[config.mk]
export PLATFORM = sky130hd
export DESIGN_NAME = mem_stage
export DESIGN_NICKNAME = d
export VERILOG_FILES = /design/src/mem_pkg.sv /design/src/mem_control.sv /design/src/mem_stage.sv /design/src/mem_stage_reg.sv /design/src/mem_write_unit.sv
export SDC_FILE = /design/constraint.sdc
export NUM_CORES = 1
export LEC_CHECK = 0
export BUFFER_PORTS_ARGS = -buffer_cell sky130_fd_sc_hd__buf_2
export CAP_MARGIN = 25
export CORE_MARGIN = 8
export CORE_UTILIZATION = 41
export CTS_CLUSTER_DIAMETER = 50
export CTS_CLUSTER_SIZE = 16
export DETAILED_ROUTE_END_ITERATION = 8
export PLACE_DENSITY = 0.84
export SYNTH_ARGS = -nofsm -noshare
export SYNTH_HDL_FRONTEND = slang
export SYNTH_SLANG_ARGS = --single-unit
export TNS_END_PERCENT = 10
[constraint.sdc]
create_clock -name clk -period 1.8 [get_ports clk]
set_input_delay 0.18 -clock clk [delete_from_list [all_inputs] [get_ports clk]]
set_output_delay 0.18 -clock clk [all_outputs]
set_load 0.01 [all_outputs]
[src/mem_pkg.sv]
`default_nettype none

package mem_pkg;

    // Meaningful widths
    typedef logic [31:0] word_t;
    typedef logic [31:0] inst_t;
    typedef logic [3:0]  region_t;
    typedef logic [3:0]  byte_mask_t;
    typedef logic [29:0] word_addr_t;

    typedef enum logic [1:0] {
        size_none = 2'd0,
        size_byte = 2'd1,
        size_half = 2'd2,
        size_word = 2'd3
    } mem_size_t;

    typedef enum logic [1:0] {
        din_none = 2'd0,
        din_rd2  = 2'd1,
        din_fpu  = 2'd2
    } din_sel_t;

    // Opcode bits 6 to 2
    localparam logic [4:0] opc_load      = 5'b00000;
    localparam logic [4:0] opc_fp_load   = 5'b00001;
    localparam logic [4:0] opc_ari_itype = 5'b00100;
    localparam logic [4:0] opc_auipc     = 5'b00101;
    localparam logic [4:0] opc_store     = 5'b01000;
    localparam logic [4:0] opc_fp_store  = 5'b01001;
    localparam logic [4:0] opc_ari_rtype = 5'b01100;
    localparam logic [4:0] opc_lui       = 5'b01101;
    localparam logic [4:0] opc_fp_madd   = 5'b10000;
    localparam logic [4:0] opc_fp        = 5'b10100;
    localparam logic [4:0] opc_branch    = 5'b11000;
    localparam logic [4:0] opc_jalr      = 5'b11001;
    localparam logic [4:0] opc_jal       = 5'b11011;

    // Store funct3
    localparam logic [2:0] fnc_sb = 3'b000;
    localparam logic [2:0] fnc_sh = 3'b001;
    localparam logic [2:0] fnc_sw = 3'b010;

    // Branch funct3
    localparam logic [2:0] fnc_beq  = 3'b000;
    localparam logic [2:0] fnc_bne  = 3'b001;
    localparam logic [2:0] fnc_blt  = 3'b100;
    localparam logic [2:0] fnc_bge  = 3'b101;
    localparam logic [2:0] fnc_bltu = 3'b110;
    localparam logic [2:0] fnc_bgeu = 3'b111;

    // addi x0, x0, 0
    localparam inst_t inst_nop = 32'h0000_0013;

    // Address bits 31 to 28
    localparam region_t addr_dmem   = 4'h1;
    localparam region_t addr_imem   = 4'h2;
    localparam region_t addr_mirror = 4'h3;
    localparam region_t addr_bios   = 4'h4;
    localparam region_t addr_io     = 4'h8;

    typedef struct packed {
        logic imem_en;
        logic dmem_en;
        logic bios_en;
        logic io_en;
    } mem_sel_t;

    typedef struct packed {
        mem_sel_t  sel;
        din_sel_t  din_sel;
        mem_size_t size;
        logic      br_inst;
        logic      bubble;
    } mem_ctrl_t;

    typedef struct packed {
        mem_ctrl_t ctrl;
        word_t     addr;
        word_t     rd2_data;
        word_t     fpu_data;
    } ex_mem_t;

    typedef struct packed {
        mem_sel_t   sel;
        byte_mask_t we;
        word_t      wdata;
        word_addr_t waddr;
        logic       br_inst;
        logic       bubble;
    } mem_port_t;

    // Empty slot loaded on reset and flush
    localparam mem_ctrl_t ctrl_bubble = '{
        sel:     '0,
        din_sel: din_none,
        size:    size_none,
        br_inst: 1'b0,
        bubble:  1'b1
    };

    localparam ex_mem_t item_bubble = '{
        ctrl:     ctrl_bubble,
        addr:     '0,
        rd2_data: '0,
        fpu_data: '0
    };

endpackage

`default_nettype wire

[src/mem_control.sv]
`timescale 1ns/100ps
`default_nettype none

module mem_control
    import mem_pkg::*;
(
    input  word_t     pc,
    input  word_t     addr,
    input  inst_t     inst,
    output mem_ctrl_t ctrl
);

    logic [4:0] opcode5;
    logic [2:0] funct3;
    region_t    region;

    assign opcode5 = inst[6:2];
    assign funct3  = inst[14:12];
    assign region  = addr[31:28];

    // Mirror reads come from DMEM
    function automatic mem_sel_t load_sel(input region_t rgn);
        mem_sel_t sel;
        sel = '0;
        case (rgn)
            addr_io:     sel.io_en   = 1'b1;
            addr_bios:   sel.bios_en = 1'b1;
            addr_dmem:   sel.dmem_en = 1'b1;
            addr_mirror: sel.dmem_en = 1'b1;
            default:     sel = '0;
        endcase
        return sel;
    endfunction

    // IMEM is writable only while running from BIOS
    function automatic mem_sel_t store_sel(input region_t rgn, input logic pc_30);
        mem_sel_t sel;
        sel = '0;
        case (rgn)
            addr_io: begin
                sel.io_en = 1'b1;
            end
            addr_dmem: begin
                sel.dmem_en = 1'b1;
            end
            addr_imem: begin
                sel.imem_en = pc_30;
            end
            addr_mirror: begin
                sel.imem_en = pc_30;
                sel.dmem_en = 1'b1;
            end
            default: begin
                sel = '0;
            end
        endcase
        return sel;
    endfunction

    always_comb begin
        ctrl.sel     = '0;
        ctrl.din_sel = din_none;
        ctrl.size    = size_none;
        ctrl.br_inst = 1'b0;
        ctrl.bubble  = (inst == inst_nop);

        case (opcode5)
            opc_load, opc_fp_load: begin
                ctrl.sel = load_sel(region);
            end
            opc_store: begin
                ctrl.sel     = store_sel(region, pc[30]);
                ctrl.din_sel = din_rd2;
                case (funct3)
                    fnc_sb:  ctrl.size = size_byte;
                    fnc_sh:  ctrl.size = size_half;
                    fnc_sw:  ctrl.size = size_word;
                    default: ctrl.size = size_none;
                endcase
            end
            opc_fp_store: begin
                // FSW
                ctrl.sel     = store_sel(region, pc[30]);
                ctrl.din_sel = din_fpu;
                ctrl.size    = size_word;
            end
            opc_branch: begin
                case (funct3)
                    fnc_beq, fnc_bne, fnc_blt, fnc_bge, fnc_bltu, fnc_bgeu:
                        ctrl.br_inst = 1'b1;
                    default:
                        ctrl.br_inst = 1'b0;
                endcase
            end
            default: begin
                // No memory access
                ctrl.sel = '0;
            end
        endcase
    end

endmodule

`default_nettype wire

[src/mem_stage.sv]
`timescale 1ns/100ps
`default_nettype none

module mem_stage
    import mem_pkg::*;
(
    input  logic      clk,
    input  logic      reset,
    input  logic      stall,
    input  logic      flush,
    input  word_t     pc,
    input  word_t     addr,
    input  inst_t     inst,
    input  word_t     rd2_data,
    input  word_t     fpu_data,
    output mem_port_t mem_out
);

    mem_ctrl_t ctrl;
    ex_mem_t   ex_item;
    ex_mem_t   mem_item;

    mem_control u_ctrl (
        .pc   (pc),
        .addr (addr),
        .inst (inst),
        .ctrl (ctrl)
    );

    // Execute-side item with its store data
    assign ex_item = '{
        ctrl:     ctrl,
        addr:     addr,
        rd2_data: rd2_data,
        fpu_data: fpu_data
    };

    mem_stage_reg u_reg (
        .clk   (clk),
        .reset (reset),
        .stall (stall),
        .flush (flush),
        .d     (ex_item),
        .q     (mem_item)
    );

    mem_write_unit u_wr (
        .item (mem_item),
        .port (mem_out)
    );

endmodule

`default_nettype wire

[src/mem_stage_reg.sv]
`timescale 1ns/100ps
`default_nettype none

module mem_stage_reg
    import mem_pkg::*;
(
    input  logic    clk,
    input  logic    reset,
    input  logic    stall,
    input  logic    flush,
    input  ex_mem_t d,
    output ex_mem_t q
);

    // Flush wins over stall
    always_ff @(posedge clk) begin
        if (reset || flush) begin
            q <= item_bubble;
        end else if (!stall) begin
            q <= d;
        end
    end

endmodule

`default_nettype wire

[src/mem_write_unit.sv]
`timescale 1ns/100ps
`default_nettype none

module mem_write_unit
    import mem_pkg::*;
(
    input  ex_mem_t   item,
    output mem_port_t port
);

    byte_mask_t base_mask;
    logic [6:0] wide_mask;
    word_t      store_data;

    // Unshifted mask from the store size
    always_comb begin
        case (item.ctrl.size)
            size_byte: base_mask = 4'b0001;
            size_half: base_mask = 4'b0011;
            size_word: base_mask = 4'b1111;
            default:   base_mask = 4'b0000;
        endcase
    end

    // Lanes past 3 fall off since misaligned accesses are not trapped
    assign wide_mask = {3'b000, base_mask} << item.addr[1:0];

    always_comb begin
        case (item.ctrl.din_sel)
            din_rd2: store_data = item.rd2_data;
            din_fpu: store_data = item.fpu_data;
            default: store_data = '0;
        endcase
    end

    always_comb begin
        port.sel     = item.ctrl.sel;
        port.we      = wide_mask[3:0];
        port.waddr   = item.addr[31:2];
        port.br_inst = item.ctrl.br_inst;
        port.bubble  = item.ctrl.bubble;

        // Replicate so every lane the mask can pick holds the data
        case (item.ctrl.size)
            size_byte: port.wdata = {4{store_data[7:0]}};
            size_half: port.wdata = {2{store_data[15:0]}};
            default:   port.wdata = store_data;
        endcase
    end

endmodule

`default_nettype wire

Word level (Yosys, flattened, before mapping)
Index checks and enable logic that the tools add are counted.

Flip-flop bits (word level): 106. Bits in latches: 0. RAM bits: 0. Bits in read-only memories: 0. Output and inout bits: 72. Memories kept: 0.

Add/sub/neg operators: 0. Multipliers: 0. Div/mod/pow operators: 0. Order comparisons: 0. Eq/ne operators: 21. Shift-type cells: 1. Mux-type cells: 12. Bitwise logic cells: 0. Reductions and logical operators: 8.

Operators by type and width (number): $pmux W32 S2 (2); $eq A32 B5 Y1 const B (1); $pmux W4 S2 (2); $eq A3 B3 Y1 const B (4); $pmux W4 S3 (1); $eq A5 B4 Y1 const B (2); $eq A4 B2 Y1 const B (2); $reduce_or A2 Y1 (4); $eq A2 B2 Y1 const B (3); $mux W1 (6); $pmux W2 S3 (1); $reduce_or A6 Y1 (1); $eq A5 B1 Y1 const B (1); $eq A5 B5 Y1 const B (1); $logic_not A5 Y1 (1); $eq A2 B1 Y1 const B (2); $eq A4 B1 Y1 const B (1); $eq A4 B3 Y1 const B (1); $eq A4 B4 Y1 const B (1); $shl A4 B2 Y4 (1); $eq A3 B1 Y1 const B (1); $eq A3 B2 Y1 const B (1); $logic_not A3 Y1 (1); $logic_or A1 B1 Y1 (1).

Logic depth before layout (Yosys ltp)
Gate-level depths: netlist (run 1).

Depth in word-level cells: 4. Mapped depth: 7. Mapped depth without buffers: 6.

By module
From an unflattened synthesis (run 1), not the netlist that was laid out.

Cells, all modules: 528. Area, all modules: 5009.8 sq um.

Modules (own cells, without submodules): mem_stage_reg (times used 1, cells an instance 343, area an instance 3769.9 sq um); mem_write_unit (times used 1, cells an instance 152, area an instance 1033.5 sq um); mem_control (times used 1, cells an instance 33, area an instance 206.4 sq um).

Worst setup path after synthesis (run 1)
OpenSTA, ideal clock, no wires.

Kind: reg-to-output. Start: register u_reg.q[100] (netlist name). End: output port mem_out[61] (netlist name). Data arrival time: 1.648 ns. Data required time: 1.620 ns. Slack: -0.028 ns. Cell stages (with the launch flop): 8. Buffers on the path: 3. Cell sequence: dfxtp_1 -> inv_1 -> ha_1 -> clkbuf_1 -> or2_2 -> clkbuf_1 -> buf_2 -> o22ai_1.

RTL lines: from (decl) (RTL line mem_stage_reg.sv:12) `output ex_mem_t q`; from (signal assigned) (RTL line mem_stage_reg.sv:18) `q <= item_bubble;`; to (decl) (RTL line mem_stage.sv:16) `output mem_port_t mem_out`.

==> reports/qor.yml, run 1 <==
yosys:
  synth_cells: 529
  synth_edf_count: 0
  synth_top_area_share_pct: 43.28
  yosys.area.top_type: "dfxtp_1"
  netlist_area_sq_um: 4903
  synthTopCellsByArea: "dfxtp_1 (43%), mux2i_1 (20%), nor2_1 (9.3%)"
  synth_cell_type_count: 36
  syn_area_per_cell_sq_um: 9.269
  syn_nets: 699
  ys_ff_latch: 106
  synth_commonest_cells: "nor2_1 (122), dfxtp_1 (106), mux2i_1 (96), a22oi_1 (40), buf_4 (36)"
  synth_top_flop_cell: "dfxtp_1"
  synth_seq_area_share_pct: 43.28
  async_reset_ff_share_pct: 0
  synth.most_common_cell: "nor2_1"
  yosys_warnings: 0
route:
  postRouteAntennaNets: 0
  drt_iter0_markers: 273
  routedWlPerCell_um: 17.08
  vias_per_cell: 5.137
  drcViolationCount: 0
  vias: 4515
  drt-total-wl_um: 15010
  dr.pass1.iters: 5
run:
  max-cap-violations: 0
timing:
  fmax_mhz: 476.7
  clock_skew_ns: 0
  tns_ns: -5.904
  fin_crit_sh_pct: 116.6
  hold_viol: 0
  worst_slack_ns: -0.2979
  final_max_slew_viol_count: 0
  layout_min_cycle_time_ns: 2.098
  rsz0062_at_grt: "yes"
  worstMarginPinSlew_ns: 0.5505
  finalSetupViolCount: 33
  max-slew-margin-rel_pct: 63.30
worst_setup_path:
  cp_max_fo: 7
  r2r_slack_ns: 0.92
  cp-start-kind: "flip-flop"
  r2r_start: "u_reg.q[100]$_SDFFE_PP0N_"
  worstSetupPathType: "reg2out"
  worst_ep_arrival_time_ns: 1.92
  worst_setup_path_end_kind: "output port"
  slowest_delay_ns: 0.37
  worst_r2r_endpoint: "u_reg.q[100]$_SDFFE_PP0N_"
  slowest_stage: "dfxtp_4"
  crit_chain: "inv_4, ha_4, buf_8, a22oi_2, buf_6, nor2_4, buf_6, a22o_1, buf_2"
  crit_path_frequent_cell: "buf_6"
  required_ns: 1.62
  rr_worst_depth: 3
floorplan:
  core_area_sq_um: 11860
  fp.dieH_um: 125.4
  ioPinCount: 236
  dieWidth_um: 125.4
  start_util_pct: 41.34
  dieArea_sq_um: 15720
  num_rows: 40
cells_and_area:
  largest_register_ffs: 106
  area_growth_pct: 37.13
  num-nets-final: 895
  top_regs: "u_reg.q x106"
  drive_above_1_share_pct: 45.21
  top_register: "u_reg.q"
  multiInputGateArea_sq_um: 2570
  seq_area_sq_um: 2131
  fill_cells: 1069
  final_util_pct: 56.69
global_routing:
  grt_pass1_wl_um: 23580
  grt_max_degree: 73
  antenna_found_initial: 3
  grt_pass1_vias: 4607
  grt_usage_pct: 18.45
  gr-total-overflow: 0
pwr:
  power_density_nw_per_um2: 724.6
  finalPower_mw: 4.872
  p_leak_nw: 3.113
  p_int_mw: 3.651
  p_sw_mw: 1.221
  p_sw_share_pct: 25.06
  power_frac_seq_pct: 50.5
  vdd_drop_max_mv: 0.5847
  p_clk_share_pct: 37.2
  p_comb_share_pct: 12.3
min_path:
  hp-class: "in2reg"
  hold_depth: 3
  min_to: "u_reg.q[71]$_SDFFE_PP0N_"
  worstHoldStart: "addr[7]"
cts:
  cts_max_path_buffers: 2
  cts_buffers: 9
  cts_tree: "done"
  htree_levels: 3
  clk_pin_slew_ns: 0.07
  clock-sinks: 106
  clkLatencyLatePin_ns: 0.35
  cts-root-buf: "clkbuf_16"
run_status:
  status: "complete, but fails checks"
  violations: "setup timing"
place:
  gp_congestion: 0.8360
  io_buffers: 204
  dp_hpwl_um: 11280
per-stage QoR:
stage,cell area (sq um),hold slack (ns),cells,worst slack (ns)
finish,6724,0.06056,879,-0.2979
global route,6724,0.05950,879,-0.3772
CTS,6656,0.05294,877,-0.3149
detailed placement,6098,0.4166,857,-0.1172
global placement,6098,0.4075,857,-0.09684
floorplan,4903,0.3239,529,-0.02764
placed cells by master (no fill, tap or decap), types with 6 or more instances in the layout:
cell type / netlist / final
a22oi_2: 0 / 23
buf_6: 0 / 13
dfxtp_1: 106 / 103
a22o_1: 7 / 7
clkbuf_16: 0 / 9
buf_4: 36 / 44
o32ai_2: 0 / 8
nor2_1: 122 / 120
mux2i_1: 96 / 96
a22oi_1: 40 / 17
nor4_1: 6 / 6
buf_2: 17 / 201
a21oi_1: 7 / 6
cell type report:
cell class                      instances  area share, %
Multi-Input combinational cell        340          38.22
Sequential cell                       106          31.69
Timing Repair Buffer                  261          22.87
Clock buffer                            9          3.349
Tap cell                              147          2.735
Clock inverter                          7         0.6327
Inverter                                7         0.4280
Antenna cell                            2        0.07443
power groups by stage:
| stage | combinational, mW | sequential (mW) | clock, mW |
|---|---|---|---|
| 2_1_floorplan | 0.346 | 2.50 | 0 |
| 3_3_place_gp | 0.558 | 2.51 | 0 |
| 3_5_place_dp | 0.569 | 2.51 | 0 |
| 4_1_cts | 0.596 | 2.46 | 1.85 |
| 5_1_grt | 0.653 | 2.47 | 1.94 |
| 6_report | 0.599 | 2.46 | 1.81 |
how the worst max path moves through the flow:
| stage | start | end | slack, ns | depth (start not counted) |
|---|---|---|---|---|
| final | u_reg.q[100]$_SDFFE_PP0N_ | mem_out[45] | -0.30 | 9 |
| after global placement | u_reg.q[100]$_SDFFE_PP0N_ | mem_out[47] | -0.1 | 8 |
| after global routing | u_reg.q[100]$_SDFFE_PP0N_ | mem_out[45] | -0.38 | 9 |
| after detailed placement | u_reg.q[100]$_SDFFE_PP0N_ | mem_out[63] | -0.12 | 8 |
| after floorplan | u_reg.q[100]$_SDFFE_PP0N_ | mem_out[61] | -0.03 | 7 |
| after CTS | u_reg.q[100]$_SDFFE_PP0N_ | mem_out[45] | -0.31 | 9 |
worst max-delay path, delay by kind of cell (launching register included):
| kind | cells | cell delay [ns] |
|---|---|---|
| AOI/OAI and AO/OA | 2 | 0.41 |
| adders and majority gates | 1 | 0.17 |
| buffers and inverters | 5 | 0.57 |
| DFF | 1 | 0.37 |
| and+or+nand+nor | 1 | 0.04 |
routing by layer:
metal / GRT usage [%] / share of wire [%] / vias up
li1: - / - / 2213
met5: 0 / 0.060 / -
met4: 8.524 / 3.3 / 2
met1: 20.41 / 40 / 2110
met3: 6.332 / 7.3 / 36
met2: 31.35 / 49 / 154
repair_timing:
item                       4_1_cts  5_1_grt
gates cloned                     2        0
hold buffers                     0        0
gates resized for setup         62       13
buffers inserted                 3        0
setup endpoints to repair       34       35
pin swaps                       29        8
kinds of logic (layout without fill, tap and decap cells):
family          after synthesis  in the layout  synth area share (%)
compound gates               82             82                 12.25
other cells                   0              2                     0
xor+xnor                      1              1                0.1786
fa+ha+maj                     6              6                 1.531
flops                       106            106                 43.28
simple gates                155            155                 13.63
mux                          96             96                 19.60
buf+inv                      83            284                 9.543
No activity file was read; power rests on OpenSTA's default activity.
==> inputs of run 2 (changes only) <==
--- a/config.mk
+++ b/config.mk
@@ -12,7 +12,7 @@
 export CTS_CLUSTER_DIAMETER = 50
 export CTS_CLUSTER_SIZE = 16
 export DETAILED_ROUTE_END_ITERATION = 8
-export PLACE_DENSITY = 0.84
+export PLACE_DENSITY = 0.71
 export SYNTH_ARGS = -nofsm -noshare
 export SYNTH_HDL_FRONTEND = slang
 export SYNTH_SLANG_ARGS = --single-unit
==> reports/qor.yml, run 2 (synthesis gave the netlist of run 1 again) <==
run_status:
  status: "complete, but fails checks"
  violations: "setup timing"
timing:
  finalSetupViolCount: 30
  layout_min_cycle_time_ns: 2.076
  max-slew-margin-rel_pct: 64.62
  worstMarginPinSlew_ns: 0.5308
  fin_crit_sh_pct: 115.3
  clock_skew_ns: 0
  worst_slack_ns: -0.2760
  hold_viol: 0
  final_max_slew_viol_count: 0
  fmax_mhz: 481.7
  rsz0062_at_grt: "yes"
  hold_slack_ns: 0.06612
cells_and_area:
  final_cell_mix: "buf_2 (203), nor2_1 (120), dfxtp_1 (102), mux2i_1 (96), buf_4 (35)"
  num-nets-final: 887
  antenna_cells: 0
  final_area_sq_um: 6730
  drive_above_1_share_pct: 44.18
  top_regs: "u_reg.q x106"
  fill_cells: 1087
  layout_commonest_cell: "buf_2"
  seq_area_sq_um: 2130
  top_register: "u_reg.q"
  multiInputGateArea_sq_um: 2566
  area_growth_pct: 37.25
  largest_register_ffs: 106
floorplan:
  fp.dieH_um: 125.4
  num_rows: 40
  ioPinCount: 236
  dieWidth_um: 125.4
  core_area_sq_um: 11860
  start_util_pct: 41.34
  dieArea_sq_um: 15720
worst_setup_path:
  required_ns: 1.62
  worst_setup_path_end_kind: "output port"
  worstSetupPathType: "reg2out"
  worst_ep_arrival_time_ns: 1.90
  cp_max_fo: 8
  cp-start-kind: "flip-flop"
pwr:
  p_comb_share_pct: 11.7
  p_clk_share_pct: 40.9
  power_density_nw_per_um2: 772.8
  power_frac_seq_pct: 47.4
  p_sw_mw: 1.217
  vdd_drop_max_mv: 0.6908
  p_leak_nw: 3.105
  p_sw_share_pct: 23.41
  p_int_mw: 3.984
global_routing:
  grt_pass1_vias: 4678
  gr-total-overflow: 0
  grt_usage_pct: 18.71
  grt_pass1_wl_um: 24070
  grt.busiest_layer: "met2"
  grt_max_degree: 74
  antenna_found_initial: 0
  grt_use_met3_pct: 5.100
  met2_usage_pct: 32.21
  use_met1_pct: 21.77
cts:
  cts_max_path_buffers: 2
  cts_tree: "done"
  clock-sinks: 106
  holdBufCountCts: 0
  clkLatencyLatePin_ns: 0.34
  cts_buffers: 9
  cts-root-buf: "clkbuf_16"
  clk_pin_slew_ns: 0.07
  htree_levels: 3
place:
  dp_hpwl_um: 11560
  io_buffers: 204
  gp_congestion: 0.9641
  placed_cell_area_sq_um: 6048
route:
  vias_per_cell: 5.139
  postRouteAntennaNets: 0
  drcViolationCount: 0
  dr.pass1.iters: 5
  drt_iter0_markers: 195
  vias: 4466
  routedWlPerCell_um: 17.29
  drt-total-wl_um: 15030
min_path:
  hp-class: "in2reg"
run:
  max-cap-violations: 0
-- run 2: worst paths after layout --
path	start	endpoint	slack, ns	cells after the start
max	u_reg.q[100]$_SDFFE_PP0N_	mem_out[56]	-0.28	8
min	rd2_data[24]	u_reg.q[56]$_SDFFE_PP0N_	0.07	3
max reg2reg	u_reg.q[100]$_SDFFE_PP0N_	u_reg.q[100]$_SDFFE_PP0N_	0.94	3
min reg2reg	u_reg.q[105]$_SDFFE_PP0N_	u_reg.q[105]$_SDFFE_PP0N_	0.46	2
-- run 2: through the flow --
| stage | power, mW | utilization [%] | TNS [ns] | instances | setup WS [ns] |
|---|---|---|---|---|---|
| 2_1_floorplan | 2.846 | - | -0.05529 | 529 | -0.02764 |
| 3_3_place_gp | 3.071 | 50.99 | -0.5126 | 847 | -0.06395 |
| 3_5_place_dp | 3.090 | 50.99 | -2.171 | 847 | -0.1807 |
| 4_1_cts | 5.254 | 55.88 | -6.143 | 869 | -0.2842 |
| 5_1_grt | 5.420 | 56.74 | -7.290 | 869 | -0.3578 |
| 6_report | 5.201 | 56.74 | -4.835 | 869 | -0.2760 |
-- run 2: metal layers --
layer | wire length [um] | up-vias
met5 | 0 | -
met3 | 914 | 14
met2 | 7520 | 129
li1 | - | 2204
met4 | 223 | 0
met1 | 6368 | 2119
-- run 2: layout make-up --
cell class | count | share of cell area (%)
Clock inverter | 6 | 1.320
Multi-Input combinational cell | 340 | 38.13
Timing Repair Buffer | 253 | 22.20
Sequential cell | 106 | 31.64
Inverter | 7 | 0.4276
Clock buffer | 10 | 3.551
Tap cell | 147 | 2.733
-- run 2: timing repair --
| item | CTS | global route |
|---|---|---|
| hold endpoints to repair | 0 | 0 |
| endpoints found under the setup margin | 35 | 35 |
| buffers inserted | 6 | 0 |
| gates resized for setup | 51 | 22 |
| pin swaps | 20 | 11 |
-- run 2: critical path, cell delays in order (launching register included) --
cell,delay [ns]
dfxtp_2,0.33
buf_6,0.11
ha_4,0.19
buf_8,0.15
a22oi_2,0.19
nor2_1,0.10
a22oi_1,0.22
o22ai_1,0.11
buf_2,0.16
-- run 2: power by group through the flow --
stage,Combinational [mW],Clock (mW),Sequential (mW)
finish,0.611,2.12,2.47
global route,0.666,2.28,2.47
CTS,0.605,2.19,2.46
global placement,0.558,0,2.51
detailed placement,0.575,0,2.52
floorplan,0.346,0,2.50
==> inputs of run 3 (changes only) <==
--- a/config.mk
+++ b/config.mk
@@ -5,6 +5,7 @@
 export SDC_FILE = /design/constraint.sdc
 export NUM_CORES = 1
 export LEC_CHECK = 0
+export ABC_AREA = 1
 export BUFFER_PORTS_ARGS = -buffer_cell sky130_fd_sc_hd__buf_2
 export CAP_MARGIN = 25
 export CORE_MARGIN = 8
@@ -12,7 +13,7 @@
 export CTS_CLUSTER_DIAMETER = 50
 export CTS_CLUSTER_SIZE = 16
 export DETAILED_ROUTE_END_ITERATION = 8
-export PLACE_DENSITY = 0.71
+export PLACE_DENSITY = 0.7
 export SYNTH_ARGS = -nofsm -noshare
 export SYNTH_HDL_FRONTEND = slang
 export SYNTH_SLANG_ARGS = --single-unit
==> reports/qor.yml, run 3 <==
floorplan:
  ioPinCount: 236
  num_rows: 40
  fp.dieH_um: 127.4
  start_util_pct: 42.20
  dieArea_sq_um: 16240
  dieWidth_um: 127.4
  core_area_sq_um: 12060
timing:
  max-slew-margin-rel_pct: 65.94
  fmax_mhz: 513.3
  fin_crit_sh_pct: 108.2
  layout_min_cycle_time_ns: 1.948
  final_max_slew_viol_count: 0
  worst_slack_ns: -0.1482
  rsz0062_at_grt: "yes"
  worstMarginPinSlew_ns: 0.5109
  hold_viol: 0
  clock_skew_ns: 0
  finalSetupViolCount: 25
  tns_ns: -2.307
pwr:
  power_density_nw_per_um2: 760.0
  p_sw_share_pct: 25.28
  power_frac_seq_pct: 48.6
  finalPower_mw: 5.046
  p_leak_nw: 3.142
  p_int_mw: 3.770
  p_clk_share_pct: 40.2
  vdd_drop_max_mv: 0.7149
  p_sw_mw: 1.276
  p_comb_share_pct: 11.1
yosys:
  async_reset_ff_share_pct: 0
  synth_top_family_by_area: "simple AND/OR/NAND/NOR gates"
  synth_top_flop_cell: "dfxtp_1"
  yosys.area_share.simple_pct: 25.91
  synth_seq_area_share_pct: 41.69
  ys_ff_latch: 106
  synth_mux_area_share_pct: 0
  synth-xor-area-share_pct: 0
  netlist_area_sq_um: 5090
  synth_commonest_cells: "nand2_1 (249), dfxtp_1 (106), a21oi_1 (105), buf_4 (49), inv_1 (44)"
  synth_top_area_share_pct: 41.69
  yosys.area.top_type: "dfxtp_1"
  syn_area_per_cell_sq_um: 6.992
  synth-compound-area-share_pct: 16.81
  syn_nets: 898
  synth.most_common_cell: "nand2_1"
  synth_cell_type_count: 24
  yosys_warnings: 0
  synth_fa_ha_area_share_pct: 1.475
  synth_cells: 728
  synth_edf_count: 0
  synthTopCellsByArea: "dfxtp_1 (42%), nand2_1 (18%), a21oi_1 (10%)"
cells_and_area:
  layout_commonest_cell: "nand2_1"
  seq_area_sq_um: 2128
  top_regs: "u_reg.q x106"
  drive_above_1_share_pct: 33.11
  multiInputGateArea_sq_um: 2452
  final_cell_mix: "nand2_1 (239), buf_2 (198), a21oi_1 (105), dfxtp_1 (103), inv_1 (39)"
  area_growth_pct: 30.43
  fill_cells: 1176
  top_register: "u_reg.q"
  num-nets-final: 1056
  final_area_sq_um: 6639
  layout.cells.non_filler: 1062
  largest_register_ffs: 106
cts:
  cts_max_path_buffers: 2
  clkLatencyLatePin_ns: 0.35
  cts_tree: "done"
  cts-root-buf: "clkbuf_16"
  cts_buffers: 9
  clk_pin_slew_ns: 0.07
  clock-sinks: 106
  htree_levels: 3
  holdBufCountCts: 0
min_path:
  hp-class: "in2reg"
place:
  placed_cell_area_sq_um: 5981
  dp_hpwl_um: 11460
  dp.cells: 1038
  gp_congestion: 0.8786
  dp_worst_setup_slack_ns: 0.1282
  io_buffers: 204
route:
  vias_per_cell: 4.795
  drt-total-wl_um: 15550
  vias: 5092
  drt_iter0_markers: 334
  postRouteAntennaNets: 0
  routedWlPerCell_um: 14.64
  dr.pass1.iters: 4
  drcViolationCount: 0
run:
  max-cap-violations: 0
worst_setup_path:
  worstSetupPathType: "reg2out"
  required_ns: 1.62
  cp_max_fo: 5
  cp-start-kind: "flip-flop"
  worst_ep_arrival_time_ns: 1.77
  worst_setup_path_end_kind: "output port"
global_routing:
  antenna_found_initial: 9
  grt_max_degree: 87
  grt_pass1_wl_um: 24290
  gr-total-overflow: 0
  grt_pass1_vias: 4898
  grt_usage_pct: 18.48
run_status:
  violations: "setup timing"
  status: "complete, but fails checks"
-- run 3: logic make-up after synthesis --
family / after synthesis
flip-flops: 106
AO/OA/AOI/OAI: 157
adder cells (fa/ha/maj): 6
AND/OR/NAND/NOR: 332
buffers and inverters: 127
-- run 3: path summary, 6_finish.rpt --
kind | start | to | slack [ns] | cells past startpoint
worst min register to register | u_reg.q[39]$_SDFFE_PP0N_ | u_reg.q[39]$_SDFFE_PP0N_ | 0.46 | 2
worst max register to register | u_reg.q[98]$_SDFFE_PP0N_ | u_reg.q[98]$_SDFFE_PP0N_ | 1.01 | 3
worst min-delay path | addr[17] | u_reg.q[81]$_SDFFE_PP0N_ | 0.07 | 3
worst max-delay path | u_reg.q[100]$_SDFFE_PP0N_ | mem_out[55] | -0.15 | 7
-- run 3: critical path, cell delays in order (launching register included) --
cell and delay, ns:
dfxtp_4 0.36, inv_2 0.06, ha_4 0.16, inv_1 0.13, o22ai_1 0.27, nand2_1 0.12, o21ai_0 0.16, buf_2 0.16
-- run 3: power by group through the flow --
| stage | Combinational (mW) | Sequential (mW) | Clock (mW) |
|---|---|---|---|
| 5_1_grt | 0.625 | 2.46 | 2.18 |
| 6_report | 0.560 | 2.45 | 2.03 |
| 3_3_place_gp | 0.528 | 2.51 | 0 |
| 2_1_floorplan | 0.325 | 2.50 | 0 |
| 3_5_place_dp | 0.530 | 2.51 | 0 |
| 4_1_cts | 0.554 | 2.45 | 2.10 |
-- run 3: per-stage QoR --
| stage | utilization, % | hold slack [ns] |
|---|---|---|
| floorplan | - | 0.3212 |
| CTS | 53.64 | 0.05390 |
| global route | 55.00 | 0.06367 |
| finish | 55.04 | 0.07086 |
| detailed placement | 49.59 | 0.4341 |
| global placement | 49.59 | 0.4288 |
-- run 3: routing by layer --
metal,global-route usage [%],wire [um],vias to the layer above
met1,22.18,6588,2232
met4,4.549,260,16
met5,0,102,-
met3,9.567,1702,36
met2,28.53,6895,173
li1,-,-,2635
-- run 3: final cells by class --
class	instances	area share [%]
multi-input cells	495	36.94
flip-flops and latches	106	32.06
repair buffers	224	20.15
clock buffers	9	3.392
well taps	168	3.166
inverters	50	2.921
clock inverters	7	1.263
diodes	3	0.1131
-- run 3: timing repair --
action / in CTS / in global routing
endpoints found under the hold margin: 0 / 0
resized for setup: 24 / 44
setup buffers: 3 / 0
setup endpoints to repair: 28 / 32
pin swaps: 14 / 11
cloned: 2 / 0
